`config.mk`:
```
export PLATFORM = sky130hd
export DESIGN_NAME = soc_bus
export DESIGN_NICKNAME = d
export VERILOG_FILES = /design/src/rtl/soc_bus_pkg.sv /design/src/rtl/soc_bus.sv /design/src/rtl/soc_bus_arbiter.sv /design/src/rtl/soc_bus_demux.sv /design/src/rtl/soc_bus_slice.sv /design/src/rtl/soc_periph_regs.sv
export VERILOG_INCLUDE_DIRS = /design/src /design/src/rtl
export SDC_FILE = /design/constraint.sdc
export NUM_CORES = 2
export LEC_CHECK = 0
export BUFFER_PORTS_ARGS = -buffer_cell sky130_fd_sc_hd__buf_2
export CAP_MARGIN = 10
export CORE_MARGIN = 5
export CORE_UTILIZATION = 59
export DETAILED_ROUTE_END_ITERATION = 7
export PLACE_DENSITY = 0.84
export SLEW_MARGIN = 20
export SYNTH_ARGS = -nofsm -noshare
export SYNTH_HDL_FRONTEND = slang
export SYNTH_SLANG_ARGS = --single-unit
```
`constraint.sdc`:
```
create_clock -name clk_i -period 14.9 [get_ports clk_i]
set_input_delay 1.49 -clock clk_i [delete_from_list [all_inputs] [get_ports clk_i]]
set_output_delay 1.49 -clock clk_i [all_outputs]
set_load 0.02 [all_outputs]
```
`src/rtl/soc_bus_defines.svh`:
```
`ifndef SOC_BUS_DEFINES_SVH
`define SOC_BUS_DEFINES_SVH

// Requesters and memory ports
`define SOC_N_CLUSTERS   2
`define SOC_L2_N_PORTS   2
`define SOC_N_TARGETS    (`SOC_N_CLUSTERS + `SOC_L2_N_PORTS + 1)  // Clusters, L2, periph

// Bus widths
`define SOC_AW           32
`define SOC_DW           32
`define SOC_IW_INP       4
`define SOC_IW_OUP       (`SOC_IW_INP + 1)  // One extra bit for the cluster index

`define SOC_SLICE_DEPTH  1

// Cluster windows
`define SOC_CL_BASE      32'h1000_0000
`define SOC_CL_STRIDE    32'h0040_0000
`define SOC_CL_SIZE      32'h0030_0000

// L2 ports, 64 KiB each
`define SOC_L2_BASE      32'h1C00_0000
`define SOC_L2_SIZE      32'h0001_0000

`define SOC_PERIPH_BASE  32'h1A10_0000
`define SOC_PERIPH_SIZE  32'h0000_0020

`endif

```
`src/rtl/soc_bus_pkg.sv`:
```
`default_nettype none

`include "soc_bus_defines.svh"

package soc_bus_pkg;

  // Index into the target list
  typedef logic [$clog2(`SOC_N_TARGETS)-1:0] soc_tgt_idx_t;

  // Clusters occupy the low indices
  localparam soc_tgt_idx_t IDX_L2_MEM = soc_tgt_idx_t'(`SOC_N_CLUSTERS);
  localparam soc_tgt_idx_t IDX_PERIPH = soc_tgt_idx_t'(`SOC_N_CLUSTERS + `SOC_L2_N_PORTS);

  // One request word
  typedef struct packed {
    logic [`SOC_AW-1:0]     addr;
    logic                   write;
    logic [`SOC_DW-1:0]     wdata;
    logic [`SOC_IW_OUP-1:0] id;     // Top bit holds the cluster index at a target
  } soc_req_t;

  // One response word
  typedef struct packed {
    logic [`SOC_DW-1:0]     rdata;
    logic                   err;
    logic [`SOC_IW_OUP-1:0] id;
  } soc_rsp_t;

endpackage

`default_nettype wire

```
`src/rtl/soc_bus.sv`:
```
`default_nettype none

`include "soc_bus_defines.svh"

module soc_bus import soc_bus_pkg::*; (
  input  logic                                                  clk_i,
  input  logic                                                  rst_n,
  input  logic [`SOC_N_CLUSTERS-1:0]                            cl_req_valid,
  output logic [`SOC_N_CLUSTERS-1:0]                            cl_req_ready,
  input  logic [`SOC_N_CLUSTERS-1:0][`SOC_AW-1:0]               cl_req_addr,
  input  logic [`SOC_N_CLUSTERS-1:0]                            cl_req_write,
  input  logic [`SOC_N_CLUSTERS-1:0][`SOC_DW-1:0]               cl_req_wdata,
  input  logic [`SOC_N_CLUSTERS-1:0][`SOC_IW_INP-1:0]           cl_req_id,
  output logic [`SOC_N_CLUSTERS-1:0]                            cl_rsp_valid,
  input  logic [`SOC_N_CLUSTERS-1:0]                            cl_rsp_ready,
  output logic [`SOC_N_CLUSTERS-1:0][`SOC_DW-1:0]               cl_rsp_rdata,
  output logic [`SOC_N_CLUSTERS-1:0]                            cl_rsp_err,
  output logic [`SOC_N_CLUSTERS-1:0][`SOC_IW_INP-1:0]           cl_rsp_id,
  output logic [`SOC_N_TARGETS-2:0]                             tgt_req_valid,
  input  logic [`SOC_N_TARGETS-2:0]                             tgt_req_ready,
  output logic [`SOC_N_TARGETS-2:0][`SOC_AW-1:0]                tgt_req_addr,
  output logic [`SOC_N_TARGETS-2:0]                             tgt_req_write,
  output logic [`SOC_N_TARGETS-2:0][`SOC_DW-1:0]                tgt_req_wdata,
  output logic [`SOC_N_TARGETS-2:0][`SOC_IW_OUP-1:0]            tgt_req_id,
  input  logic [`SOC_N_TARGETS-2:0]                             tgt_rsp_valid,
  output logic [`SOC_N_TARGETS-2:0]                             tgt_rsp_ready,
  input  logic [`SOC_N_TARGETS-2:0][`SOC_DW-1:0]                tgt_rsp_rdata,
  input  logic [`SOC_N_TARGETS-2:0]                             tgt_rsp_err,
  input  logic [`SOC_N_TARGETS-2:0][`SOC_IW_OUP-1:0]            tgt_rsp_id
);

  localparam int unsigned NC = `SOC_N_CLUSTERS;
  localparam int unsigned NT = `SOC_N_TARGETS;
  localparam int unsigned D  = `SOC_SLICE_DEPTH;

  // Demux side indexed [cluster][target], arbiter side [target][cluster]
  logic     [NC-1:0][NT-1:0] dmx_req_valid, dmx_req_ready, dmx_rsp_valid, dmx_rsp_ready;
  soc_req_t [NC-1:0]         dmx_req;
  logic     [NT-1:0][NC-1:0] arb_req_valid, arb_req_ready, arb_rsp_valid, arb_rsp_ready;
  soc_rsp_t [NT-1:0]         arb_rsp;

  for (genvar c = 0; c < NC; c++) begin : gen_cl
    for (genvar t = 0; t < NT; t++) begin : gen_xpose
      assign arb_req_valid[t][c] = dmx_req_valid[c][t];
      assign dmx_req_ready[c][t] = arb_req_ready[t][c];
      assign dmx_rsp_valid[c][t] = arb_rsp_valid[t][c];
      assign arb_rsp_ready[t][c] = dmx_rsp_ready[c][t];
    end

    soc_bus_demux i_demux (
      .clk_i, .rst_n,
      .cl_req_valid  (cl_req_valid[c]),  .cl_req_ready (cl_req_ready[c]),
      .cl_req_addr   (cl_req_addr[c]),   .cl_req_write (cl_req_write[c]),
      .cl_req_wdata  (cl_req_wdata[c]),  .cl_req_id    (cl_req_id[c]),
      .cl_rsp_valid  (cl_rsp_valid[c]),  .cl_rsp_ready (cl_rsp_ready[c]),
      .cl_rsp_rdata  (cl_rsp_rdata[c]),  .cl_rsp_err   (cl_rsp_err[c]),
      .cl_rsp_id     (cl_rsp_id[c]),
      .tgt_req_valid (dmx_req_valid[c]), .tgt_req      (dmx_req[c]),
      .tgt_req_ready (dmx_req_ready[c]), .tgt_rsp_valid (dmx_rsp_valid[c]),
      .tgt_rsp       (arb_rsp),          .tgt_rsp_ready (dmx_rsp_ready[c])
    );
  end

  for (genvar t = 0; t < NT; t++) begin : gen_tgt
    // Stage 0 faces the arbiter on requests and the target on responses
    logic     [D:0] rq_valid, rq_ready, rs_valid, rs_ready;
    soc_req_t [D:0] rq_data;
    soc_rsp_t [D:0] rs_data;

    soc_bus_arbiter i_arbiter (
      .clk_i, .rst_n,
      .req_valid     (arb_req_valid[t]), .req           (dmx_req),
      .req_ready     (arb_req_ready[t]),
      .tgt_req_valid (rq_valid[0]),      .tgt_req       (rq_data[0]),
      .tgt_req_ready (rq_ready[0]),
      .tgt_rsp_valid (rs_valid[D]),      .tgt_rsp       (rs_data[D]),
      .tgt_rsp_ready (rs_ready[D]),
      .rsp_valid     (arb_rsp_valid[t]), .rsp           (arb_rsp[t]),
      .rsp_ready     (arb_rsp_ready[t])
    );

    for (genvar s = 0; s < D; s++) begin : gen_slice
      soc_bus_slice #(.payload_t(soc_req_t)) i_req_slice (
        .clk_i, .rst_n,
        .in_valid  (rq_valid[s]),   .in_ready  (rq_ready[s]),   .in_data  (rq_data[s]),
        .out_valid (rq_valid[s+1]), .out_ready (rq_ready[s+1]), .out_data (rq_data[s+1])
      );
      soc_bus_slice #(.payload_t(soc_rsp_t)) i_rsp_slice (
        .clk_i, .rst_n,
        .in_valid  (rs_valid[s]),   .in_ready  (rs_ready[s]),   .in_data  (rs_data[s]),
        .out_valid (rs_valid[s+1]), .out_ready (rs_ready[s+1]), .out_data (rs_data[s+1])
      );
    end

    if (t == IDX_PERIPH) begin : gen_periph
      soc_periph_regs i_periph (
        .clk_i, .rst_n,
        .req_valid (rq_valid[D]), .req_ready (rq_ready[D]), .req (rq_data[D]),
        .rsp_valid (rs_valid[0]), .rsp_ready (rs_ready[0]), .rsp (rs_data[0])
      );
    end else begin : gen_ext
      assign tgt_req_valid[t] = rq_valid[D];
      assign rq_ready[D]      = tgt_req_ready[t];
      assign tgt_req_addr[t]  = rq_data[D].addr;
      assign tgt_req_write[t] = rq_data[D].write;
      assign tgt_req_wdata[t] = rq_data[D].wdata;
      assign tgt_req_id[t]    = rq_data[D].id;
      assign rs_valid[0]      = tgt_rsp_valid[t];
      assign tgt_rsp_ready[t] = rs_ready[0];
      assign rs_data[0]       = '{rdata: tgt_rsp_rdata[t], err: tgt_rsp_err[t],
                                  id: tgt_rsp_id[t]};
    end
  end

endmodule

`default_nettype wire

```
`src/rtl/soc_bus_arbiter.sv`:
```
`default_nettype none

`include "soc_bus_defines.svh"

module soc_bus_arbiter import soc_bus_pkg::*; (
  input  logic                             clk_i,
  input  logic                             rst_n,
  input  logic [`SOC_N_CLUSTERS-1:0]       req_valid,
  input  soc_req_t [`SOC_N_CLUSTERS-1:0]   req,
  output logic [`SOC_N_CLUSTERS-1:0]       req_ready,
  output logic                             tgt_req_valid,
  output soc_req_t                         tgt_req,
  input  logic                             tgt_req_ready,
  input  logic                             tgt_rsp_valid,
  input  soc_rsp_t                         tgt_rsp,
  output logic                             tgt_rsp_ready,
  output logic [`SOC_N_CLUSTERS-1:0]       rsp_valid,
  output soc_rsp_t                         rsp,
  input  logic [`SOC_N_CLUSTERS-1:0]       rsp_ready
);

  localparam int unsigned NC = `SOC_N_CLUSTERS;
  localparam int unsigned CW = `SOC_IW_OUP - `SOC_IW_INP;

  typedef logic [CW-1:0] cl_idx_t;

  cl_idx_t       ptr_q, lock_idx_q, win, rsp_idx;
  logic          lock_q, found;
  logic [NC-1:0] grant;

  always_comb begin
    grant = '0;
    win   = ptr_q;
    found = 1'b0;
    if (lock_q) begin
      // Hold a stalled grant so the payload stays put
      win        = lock_idx_q;
      found      = req_valid[lock_idx_q];
      grant[win] = found;
    end else begin
      for (int k = 0; k < NC; k++) begin
        if (!found && req_valid[(int'(ptr_q) + k) % NC]) begin
          found      = 1'b1;
          win        = cl_idx_t'((int'(ptr_q) + k) % NC);
          grant[win] = 1'b1;
        end
      end
    end
  end

  assign tgt_req_valid = found;
  assign req_ready     = tgt_req_ready ? grant : '0;

  always_comb begin
    tgt_req    = req[win];
    tgt_req.id = {win, req[win].id[`SOC_IW_INP-1:0]};  // Tag with requester index
  end

  always_ff @(posedge clk_i or negedge rst_n) begin
    if (!rst_n) begin
      ptr_q      <= '0;
      lock_q     <= 1'b0;
      lock_idx_q <= '0;
    end else begin
      lock_q     <= found && !tgt_req_ready;
      lock_idx_q <= win;
      if (found && tgt_req_ready) ptr_q <= cl_idx_t'((int'(win) + 1) % NC);
    end
  end

  // Response return by id
  assign rsp_idx = tgt_rsp.id[`SOC_IW_OUP-1:`SOC_IW_INP];

  always_comb begin
    rsp = tgt_rsp;
    rsp.id[`SOC_IW_OUP-1:`SOC_IW_INP] = '0;  // Cluster sees its own id again
  end

  assign rsp_valid     = tgt_rsp_valid ? NC'(1) << rsp_idx : '0;
  assign tgt_rsp_ready = rsp_ready[rsp_idx];

  // Relies on the demux keeping its request valid until taken
  assert property (@(posedge clk_i) disable iff (!rst_n)
    tgt_req_valid && !tgt_req_ready |=> tgt_req_valid && $stable(tgt_req))
    else $error("target request dropped or changed while stalled");

endmodule

`default_nettype wire

```
`src/rtl/soc_bus_demux.sv`:
```
`default_nettype none

`include "soc_bus_defines.svh"

module soc_bus_demux import soc_bus_pkg::*; (
  input  logic                            clk_i,
  input  logic                            rst_n,
  input  logic                            cl_req_valid,
  output logic                            cl_req_ready,
  input  logic [`SOC_AW-1:0]              cl_req_addr,
  input  logic                            cl_req_write,
  input  logic [`SOC_DW-1:0]              cl_req_wdata,
  input  logic [`SOC_IW_INP-1:0]          cl_req_id,
  output logic                            cl_rsp_valid,
  input  logic                            cl_rsp_ready,
  output logic [`SOC_DW-1:0]              cl_rsp_rdata,
  output logic                            cl_rsp_err,
  output logic [`SOC_IW_INP-1:0]          cl_rsp_id,
  output logic [`SOC_N_TARGETS-1:0]       tgt_req_valid,
  output soc_req_t                        tgt_req,
  input  logic [`SOC_N_TARGETS-1:0]       tgt_req_ready,
  input  logic [`SOC_N_TARGETS-1:0]       tgt_rsp_valid,
  input  soc_rsp_t [`SOC_N_TARGETS-1:0]   tgt_rsp,
  output logic [`SOC_N_TARGETS-1:0]       tgt_rsp_ready
);

  localparam int unsigned N_TGT   = `SOC_N_TARGETS;
  localparam int unsigned IW_OUP  = `SOC_IW_OUP;
  localparam logic [2:0]  MAX_OUT = 3'd7;

  soc_tgt_idx_t           sel, cur_tgt_q;
  logic                   hit, en_q, route_ok;
  logic                   issue, err_accept, rsp_sel_valid, rsp_fire;
  logic [2:0]             cnt_q;                // Outstanding toward cur_tgt_q
  logic                   err_valid_q;
  logic [`SOC_IW_INP-1:0] err_id_q;
  logic [N_TGT-1:0]       cur_onehot;

  function automatic logic in_window(input logic [`SOC_AW-1:0] addr, base, size);
    return (addr >= base) && ((addr - base) < size);
  endfunction

  // Address map
  always_comb begin
    hit = 1'b0;
    sel = '0;
    for (int i = 0; i < `SOC_N_CLUSTERS; i++) begin
      if (in_window(cl_req_addr, `SOC_CL_BASE + i * `SOC_CL_STRIDE, `SOC_CL_SIZE)) begin
        hit = 1'b1;
        sel = soc_tgt_idx_t'(i);
      end
    end
    for (int i = 0; i < `SOC_L2_N_PORTS; i++) begin
      if (in_window(cl_req_addr, `SOC_L2_BASE + i * `SOC_L2_SIZE, `SOC_L2_SIZE)) begin
        hit = 1'b1;
        sel = soc_tgt_idx_t'(IDX_L2_MEM + i);
      end
    end
    if (in_window(cl_req_addr, `SOC_PERIPH_BASE, `SOC_PERIPH_SIZE)) begin
      hit = 1'b1;
      sel = IDX_PERIPH;
    end
  end

  // Switching targets or erroring needs an empty pipe
  assign route_ok      = en_q && !err_valid_q &&
                         (cnt_q == '0 || (hit && sel == cur_tgt_q && cnt_q != MAX_OUT));
  assign tgt_req_valid = (cl_req_valid && hit && route_ok) ? N_TGT'(1) << sel : '0;
  assign cl_req_ready  = route_ok && (hit ? tgt_req_ready[sel] : 1'b1);
  assign issue         = cl_req_valid && cl_req_ready && hit;
  assign err_accept    = cl_req_valid && cl_req_ready && !hit;

  assign tgt_req = '{addr: cl_req_addr, write: cl_req_write, wdata: cl_req_wdata,
                     id: IW_OUP'(cl_req_id)};

  assign cur_onehot    = N_TGT'(1) << cur_tgt_q;
  assign rsp_sel_valid = (cnt_q != '0) && |(tgt_rsp_valid & cur_onehot);
  assign rsp_fire      = rsp_sel_valid && cl_rsp_ready;
  assign tgt_rsp_ready = (cl_rsp_ready && cnt_q != '0) ? cur_onehot : '0;

  assign cl_rsp_valid = err_valid_q || rsp_sel_valid;
  assign cl_rsp_err   = err_valid_q || tgt_rsp[cur_tgt_q].err;
  assign cl_rsp_rdata = err_valid_q ? '0 : tgt_rsp[cur_tgt_q].rdata;
  assign cl_rsp_id    = err_valid_q ? err_id_q : tgt_rsp[cur_tgt_q].id[`SOC_IW_INP-1:0];

  always_ff @(posedge clk_i or negedge rst_n) begin
    if (!rst_n) begin
      en_q        <= 1'b0;
      cnt_q       <= '0;
      cur_tgt_q   <= '0;
      err_valid_q <= 1'b0;
    end else begin
      en_q  <= 1'b1;
      cnt_q <= cnt_q + 3'(issue) - 3'(rsp_fire);
      if (issue) cur_tgt_q <= sel;
      if (err_accept) err_valid_q <= 1'b1;
      else if (cl_rsp_ready) err_valid_q <= 1'b0;
    end
  end

  always_ff @(posedge clk_i) begin
    if (err_accept) err_id_q <= cl_req_id;
  end

  // Arbiters route by id, so only the current target may answer
  assert property (@(posedge clk_i) disable iff (!rst_n)
    |tgt_rsp_valid |-> cnt_q != '0 && (tgt_rsp_valid & ~cur_onehot) == '0)
    else $error("response from a target other than the current one");

endmodule

`default_nettype wire

```
`src/rtl/soc_bus_slice.sv`:
```
`default_nettype none

module soc_bus_slice #(
  parameter type payload_t = logic
) (
  input  logic     clk_i,
  input  logic     rst_n,
  input  logic     in_valid,
  output logic     in_ready,
  input  payload_t in_data,
  output logic     out_valid,
  input  logic     out_ready,
  output payload_t out_data
);

  logic     main_valid_q, main_valid_d;
  logic     skid_valid_q, skid_valid_d;
  logic     in_ready_q;
  logic     main_load, skid_load;
  payload_t main_data_q, skid_data_q;

  assign in_ready  = in_ready_q;
  assign out_valid = main_valid_q;
  assign out_data  = main_data_q;

  always_comb begin
    main_valid_d = main_valid_q;
    skid_valid_d = skid_valid_q;
    main_load    = 1'b0;
    skid_load    = 1'b0;
    if (main_valid_q && !out_ready) begin
      skid_load    = in_valid && in_ready_q;  // Park item behind stalled output
      skid_valid_d = skid_valid_q || skid_load;
    end else if (skid_valid_q) begin
      // Skid entry moves up while upstream is held off
      main_load    = 1'b1;
      main_valid_d = 1'b1;
      skid_valid_d = 1'b0;
    end else begin
      main_load    = in_valid && in_ready_q;
      main_valid_d = main_load;
    end
  end

  always_ff @(posedge clk_i or negedge rst_n) begin
    if (!rst_n) begin
      main_valid_q <= 1'b0;
      skid_valid_q <= 1'b0;
      in_ready_q   <= 1'b0;
    end else begin
      main_valid_q <= main_valid_d;
      skid_valid_q <= skid_valid_d;
      in_ready_q   <= !skid_valid_d;  // Ready while the skid entry is free
    end
  end

  always_ff @(posedge clk_i) begin
    if (main_load) main_data_q <= skid_valid_q ? skid_data_q : in_data;
    if (skid_load) skid_data_q <= in_data;
  end

  // Upstream has to hold its item until it is taken
  assert property (@(posedge clk_i) disable iff (!rst_n)
    in_valid && !in_ready |=> in_valid && $stable(in_data))
    else $error("slice input dropped or changed while stalled");

endmodule

`default_nettype wire

```
`src/rtl/soc_periph_regs.sv`:
```
`default_nettype none

`include "soc_bus_defines.svh"

module soc_periph_regs import soc_bus_pkg::*; (
  input  logic     clk_i,
  input  logic     rst_n,
  input  logic     req_valid,
  output logic     req_ready,
  input  soc_req_t req,
  output logic     rsp_valid,
  input  logic     rsp_ready,
  output soc_rsp_t rsp
);

  logic [7:0][`SOC_DW-1:0] regs_q;
  logic [2:0]              reg_idx;
  logic                    req_fire;
  logic                    rsp_valid_q;
  soc_rsp_t                rsp_q;

  assign reg_idx   = req.addr[4:2];  // Word select
  assign req_ready = !rsp_valid_q || rsp_ready;
  assign req_fire  = req_valid && req_ready;
  assign rsp_valid = rsp_valid_q;
  assign rsp       = rsp_q;

  always_ff @(posedge clk_i or negedge rst_n) begin
    if (!rst_n) begin
      regs_q      <= '0;
      rsp_valid_q <= 1'b0;
    end else begin
      if (req_fire) rsp_valid_q <= 1'b1;
      else if (rsp_ready) rsp_valid_q <= 1'b0;
      if (req_fire && req.write) regs_q[reg_idx] <= req.wdata;
    end
  end

  // Response word, writes read back as zero
  always_ff @(posedge clk_i) begin
    if (req_fire) begin
      rsp_q.rdata <= req.write ? '0 : regs_q[reg_idx];
      rsp_q.err   <= 1'b0;
      rsp_q.id    <= req.id;
    end
  end

endmodule

`default_nettype wire

```
==> out/metrics.cfg <==
[power]
vdd_drop_max_mv = 0.107
power_frac_comb = 0.064
p_leak_nw = 28.2
powerDensity_mw_per_mm2 = 114
p_seq_frac = 0.502
switching_share = 0.223
p_int_mw = 6.55
power_mw = 8.43
switchingPower_mw = 1.88
p_clk_frac = 0.435

[timing]
finalHoldViolCount = 0
min_period_ps = 7190
timing.hold.ws_ps = 420
rsz0062_at_grt = no
drv_slew = 0
tightestPinTransition_ps = 1160
tns_ps = 0
finalWorstSetupSlack_ps = 7710
clock.fmax_mhz = 139
slew_headroom = 0.226
clock-skew-final_ps = 33.0
fin_crit_sh = 0.482
setup_viol = 0

[die]
die_height_um = 341
fp.dieW_um = 341
num_io_pins = 670
num_rows = 121
fp.dieArea_mm2 = 0.117
coreArea_mm2 = 0.109
start_util = 0.595

[yosys]
async_flop_share = 0.229
ys_seq_area_frac = 0.616
synth_seq_cells = 1382
synth_top_cell_by_area = edfxtp_1
synth_nets = 4933
synth_cell_types = 103
syn_inst = 4623
avgSynthCellArea_um2 = 14.0
synth_edf_count = 1065
netlist_top_cells_area = edfxtp_1, dfrtp_1, mux2_2
synthFlopType = edfxtp_1
syn_area_mm2 = 0.0648
synth.top_cell.area_share = 0.493
ys_warn_count = 0

[run]
cap_violations = 0

[layout]
fillers = 7458
final_core_util = 0.680
area_delta_synth_final_pct = 14.3
drive_gt1_frac = 0.367
finalNetCount = 5449
finish.instance_area_mm2 = 0.0741
stdcell_count = 6691

[critical_path]
arrival_ps = 5700
reg2reg_depth = 9
crit_type = primary input to output port
crit_required_ps = 13410
cp_max_fo = 8
critPathCaptureType = output port
cp-start-kind = primary input

[placed_design]
portBuffers = 669
placed_cells = 6402
gp_congestion = 0.922
post-place-ws_ps = 7870
dpl_cell_area_mm2 = 0.0692
dp_hpwl_um = 127000

[route]
drt_iter0_markers = 5988
post_drt_wl_per_cell_um = 29.7
via_count = 45400
postRouteAntennaNets = 0
drc = 0
wirelength_um = 198000
via_per_inst = 6.78
drt_first_pass_iters = 6

[global_route]
antenna_found_initial = 24
grt_pass1_wl_um = 293000
grt_usage = 0.332
grt_max_degree = 178
grt_overflow = 0
grt_pass1_vias = 45100

[clock_network]
cts.hold.buffers_added = 0
insertion_delay_ps = 770
post_cts_resized = 0
cts_setup_buffers = 0
clk_pin_slew_ps = 60
clock_path_buffers = 3
cts.sinks = 1382
cts_max_level = 4
cts_tree = yes
numCtsBuffers = 146
cts_root_buf = clkbuf_16

[run_status]
status = complete, no violations

[worst_hold_path]
hold_path_class = flip-flop to flip-flop
hold_path_depth = 0

==> cells in the mapped netlist (4+ instances only) <==
master,instances
a22oi_1,144
mux2_2,605
and2_1,6
nor2b_1,138
nor3_1,22
or2_2,11
mux2_4,55
buf_4,20
a21bo_2,68
nor4_1,21
o21a_1,4
o41ai_1,6
o21ai_0,176
and3_1,11
o22a_1,4
nor4b_1,70
a21o_1,12
clkbuf_1,275
buf_6,7
o211ai_1,4
buf_1,32
or3_1,11
o22ai_1,4
nand3_1,300
mux4_2,138
nor3b_1,68
a21boi_0,6
a21oi_1,16
or4_1,6
ha_1,4
edfxtp_1,1065
nand2_1,206
o31ai_1,5
nand4_1,20
o311ai_0,9
xnor2_1,8
inv_1,42
a221o_1,67
nand2b_1,19
buf_2,48
a31oi_1,151
nor2_1,292
mux2i_1,39
dfrtp_1,317
==> layer usage <==
layer | track usage | share of wire | vias up
met1 | 0.449 | 0.36 | 22500
met4 | 0.143 | 0.049 | 22
met5 | 0 | 0.00075 | -
met2 | 0.501 | 0.45 | 3251
met3 | 0.107 | 0.14 | 593
li1 | - | - | 19000
==> flip-flops by register name, indices dropped and copies added (netlist names), 6 cells and up <==
register	flops
gen_tgt.gen_periph.i_periph.rsp	37
gen_tgt.gen_slice.i_req_slice.out_data	321
gen_tgt.gen_periph.i_periph.regs_q	256
gen_tgt.gen_slice.i_rsp_slice.skid_data_q	189
gen_cl.i_demux.err_id_q	8
gen_cl.i_demux.cnt_q	6
gen_tgt.gen_slice.i_rsp_slice.out_data	189
gen_tgt.gen_slice.i_req_slice.skid_data_q	321
gen_cl.i_demux.cur_tgt_q	6
==> worst max-delay path, cell delays in order <==
cell and delay, ps:
buf_2 160, nor4_2 940, a31oi_1 290, a2111oi_2 770, a21boi_1 240, o22a_1 300, o311ai_0 610, nand4_1 340
o21a_1 360, buf_2 200
==> cell type report <==
type / count / area [µm²] / area share
timing repair buffer: 750 / 4020 / 0.0543
sequential: 1382 / 39900 / 0.539
tap: 1414 / 1770 / 0.0239
clock inverter: 68 / 787 / 0.0106
inverter: 46 / 180 / 0.00243
multi-input combinational: 2813 / 23400 / 0.315
antenna: 23 / 57.6 / 0.000777
clock buffer: 195 / 3980 / 0.0537
==> path summary, 6_finish.rpt <==
path                                                                                start                                                         end  slack (ps)
worst min register to register  gen_tgt[4].gen_slice[0].i_req_slice.out_data[0]$_DFFE_PP_             gen_tgt[4].gen_periph.i_periph.rsp[0]$_DFFE_PP_         420
worst max register to register                 gen_cl[0].i_demux.cur_tgt_q[0]$_DFFE_PN0P_                                                   flip-flop        9680
worst min-delay path            gen_tgt[4].gen_slice[0].i_req_slice.out_data[0]$_DFFE_PP_             gen_tgt[4].gen_periph.i_periph.rsp[0]$_DFFE_PP_         420
worst max-delay path                                                      cl_req_addr[19]                                             cl_req_ready[1]        7710
min in group asynchronous                                                           rst_n       gen_tgt[4].gen_periph.i_periph.regs_q[78]$_DFFE_PN0P_         610
max in group asynchronous                                                           rst_n  gen_tgt[1].gen_slice[0].i_req_slice.skid_valid_q$_DFF_PN0_       12890
==> power by group through the flow <==
stage               registers [mW]  logic, mW  clock network (mW)
detailed placement            4.31      0.523                   0
global route                  4.23      0.566                3.87
floorplan                     4.29      0.318                   0
finish                        4.23      0.537                3.66
CTS                           4.23      0.527                3.69
global placement              4.30      0.505                   0
==> cells by family after synthesis <==
logic type | synth area share
AO/OA/AOI/OAI | 0.0819
buffers and inverters | 0.0277
XOR/XNOR | 0.00147
AND/OR/NAND/NOR | 0.0997
adder cells (fa/ha/maj) | 0.00172
multiplexers | 0.172
other | 0.0000578
flip-flops | 0.616
==> cell usage in the layout, fill, tap and decap left out, types with 20 or more instances in the layout <==
master / instances
nor4_1: 21
edfxtp_1: 1065
buf_4: 77
mux2_2: 605
nand4_1: 20
clkbuf_16: 148
buf_2: 668
nand3_1: 300
clkbuf_1: 36
nor2b_1: 136
mux2i_1: 39
inv_1: 40
nor2_1: 277
mux2_4: 55
a221o_1: 67
o21ai_0: 175
mux4_2: 138
nor3b_1: 68
nand2_1: 206
a31oi_1: 150
a21bo_2: 68
a22oi_1: 144
nor4b_1: 70
dfrtp_1: 302
diode_2: 23
No activity file was read; power rests on OpenSTA's default activity.
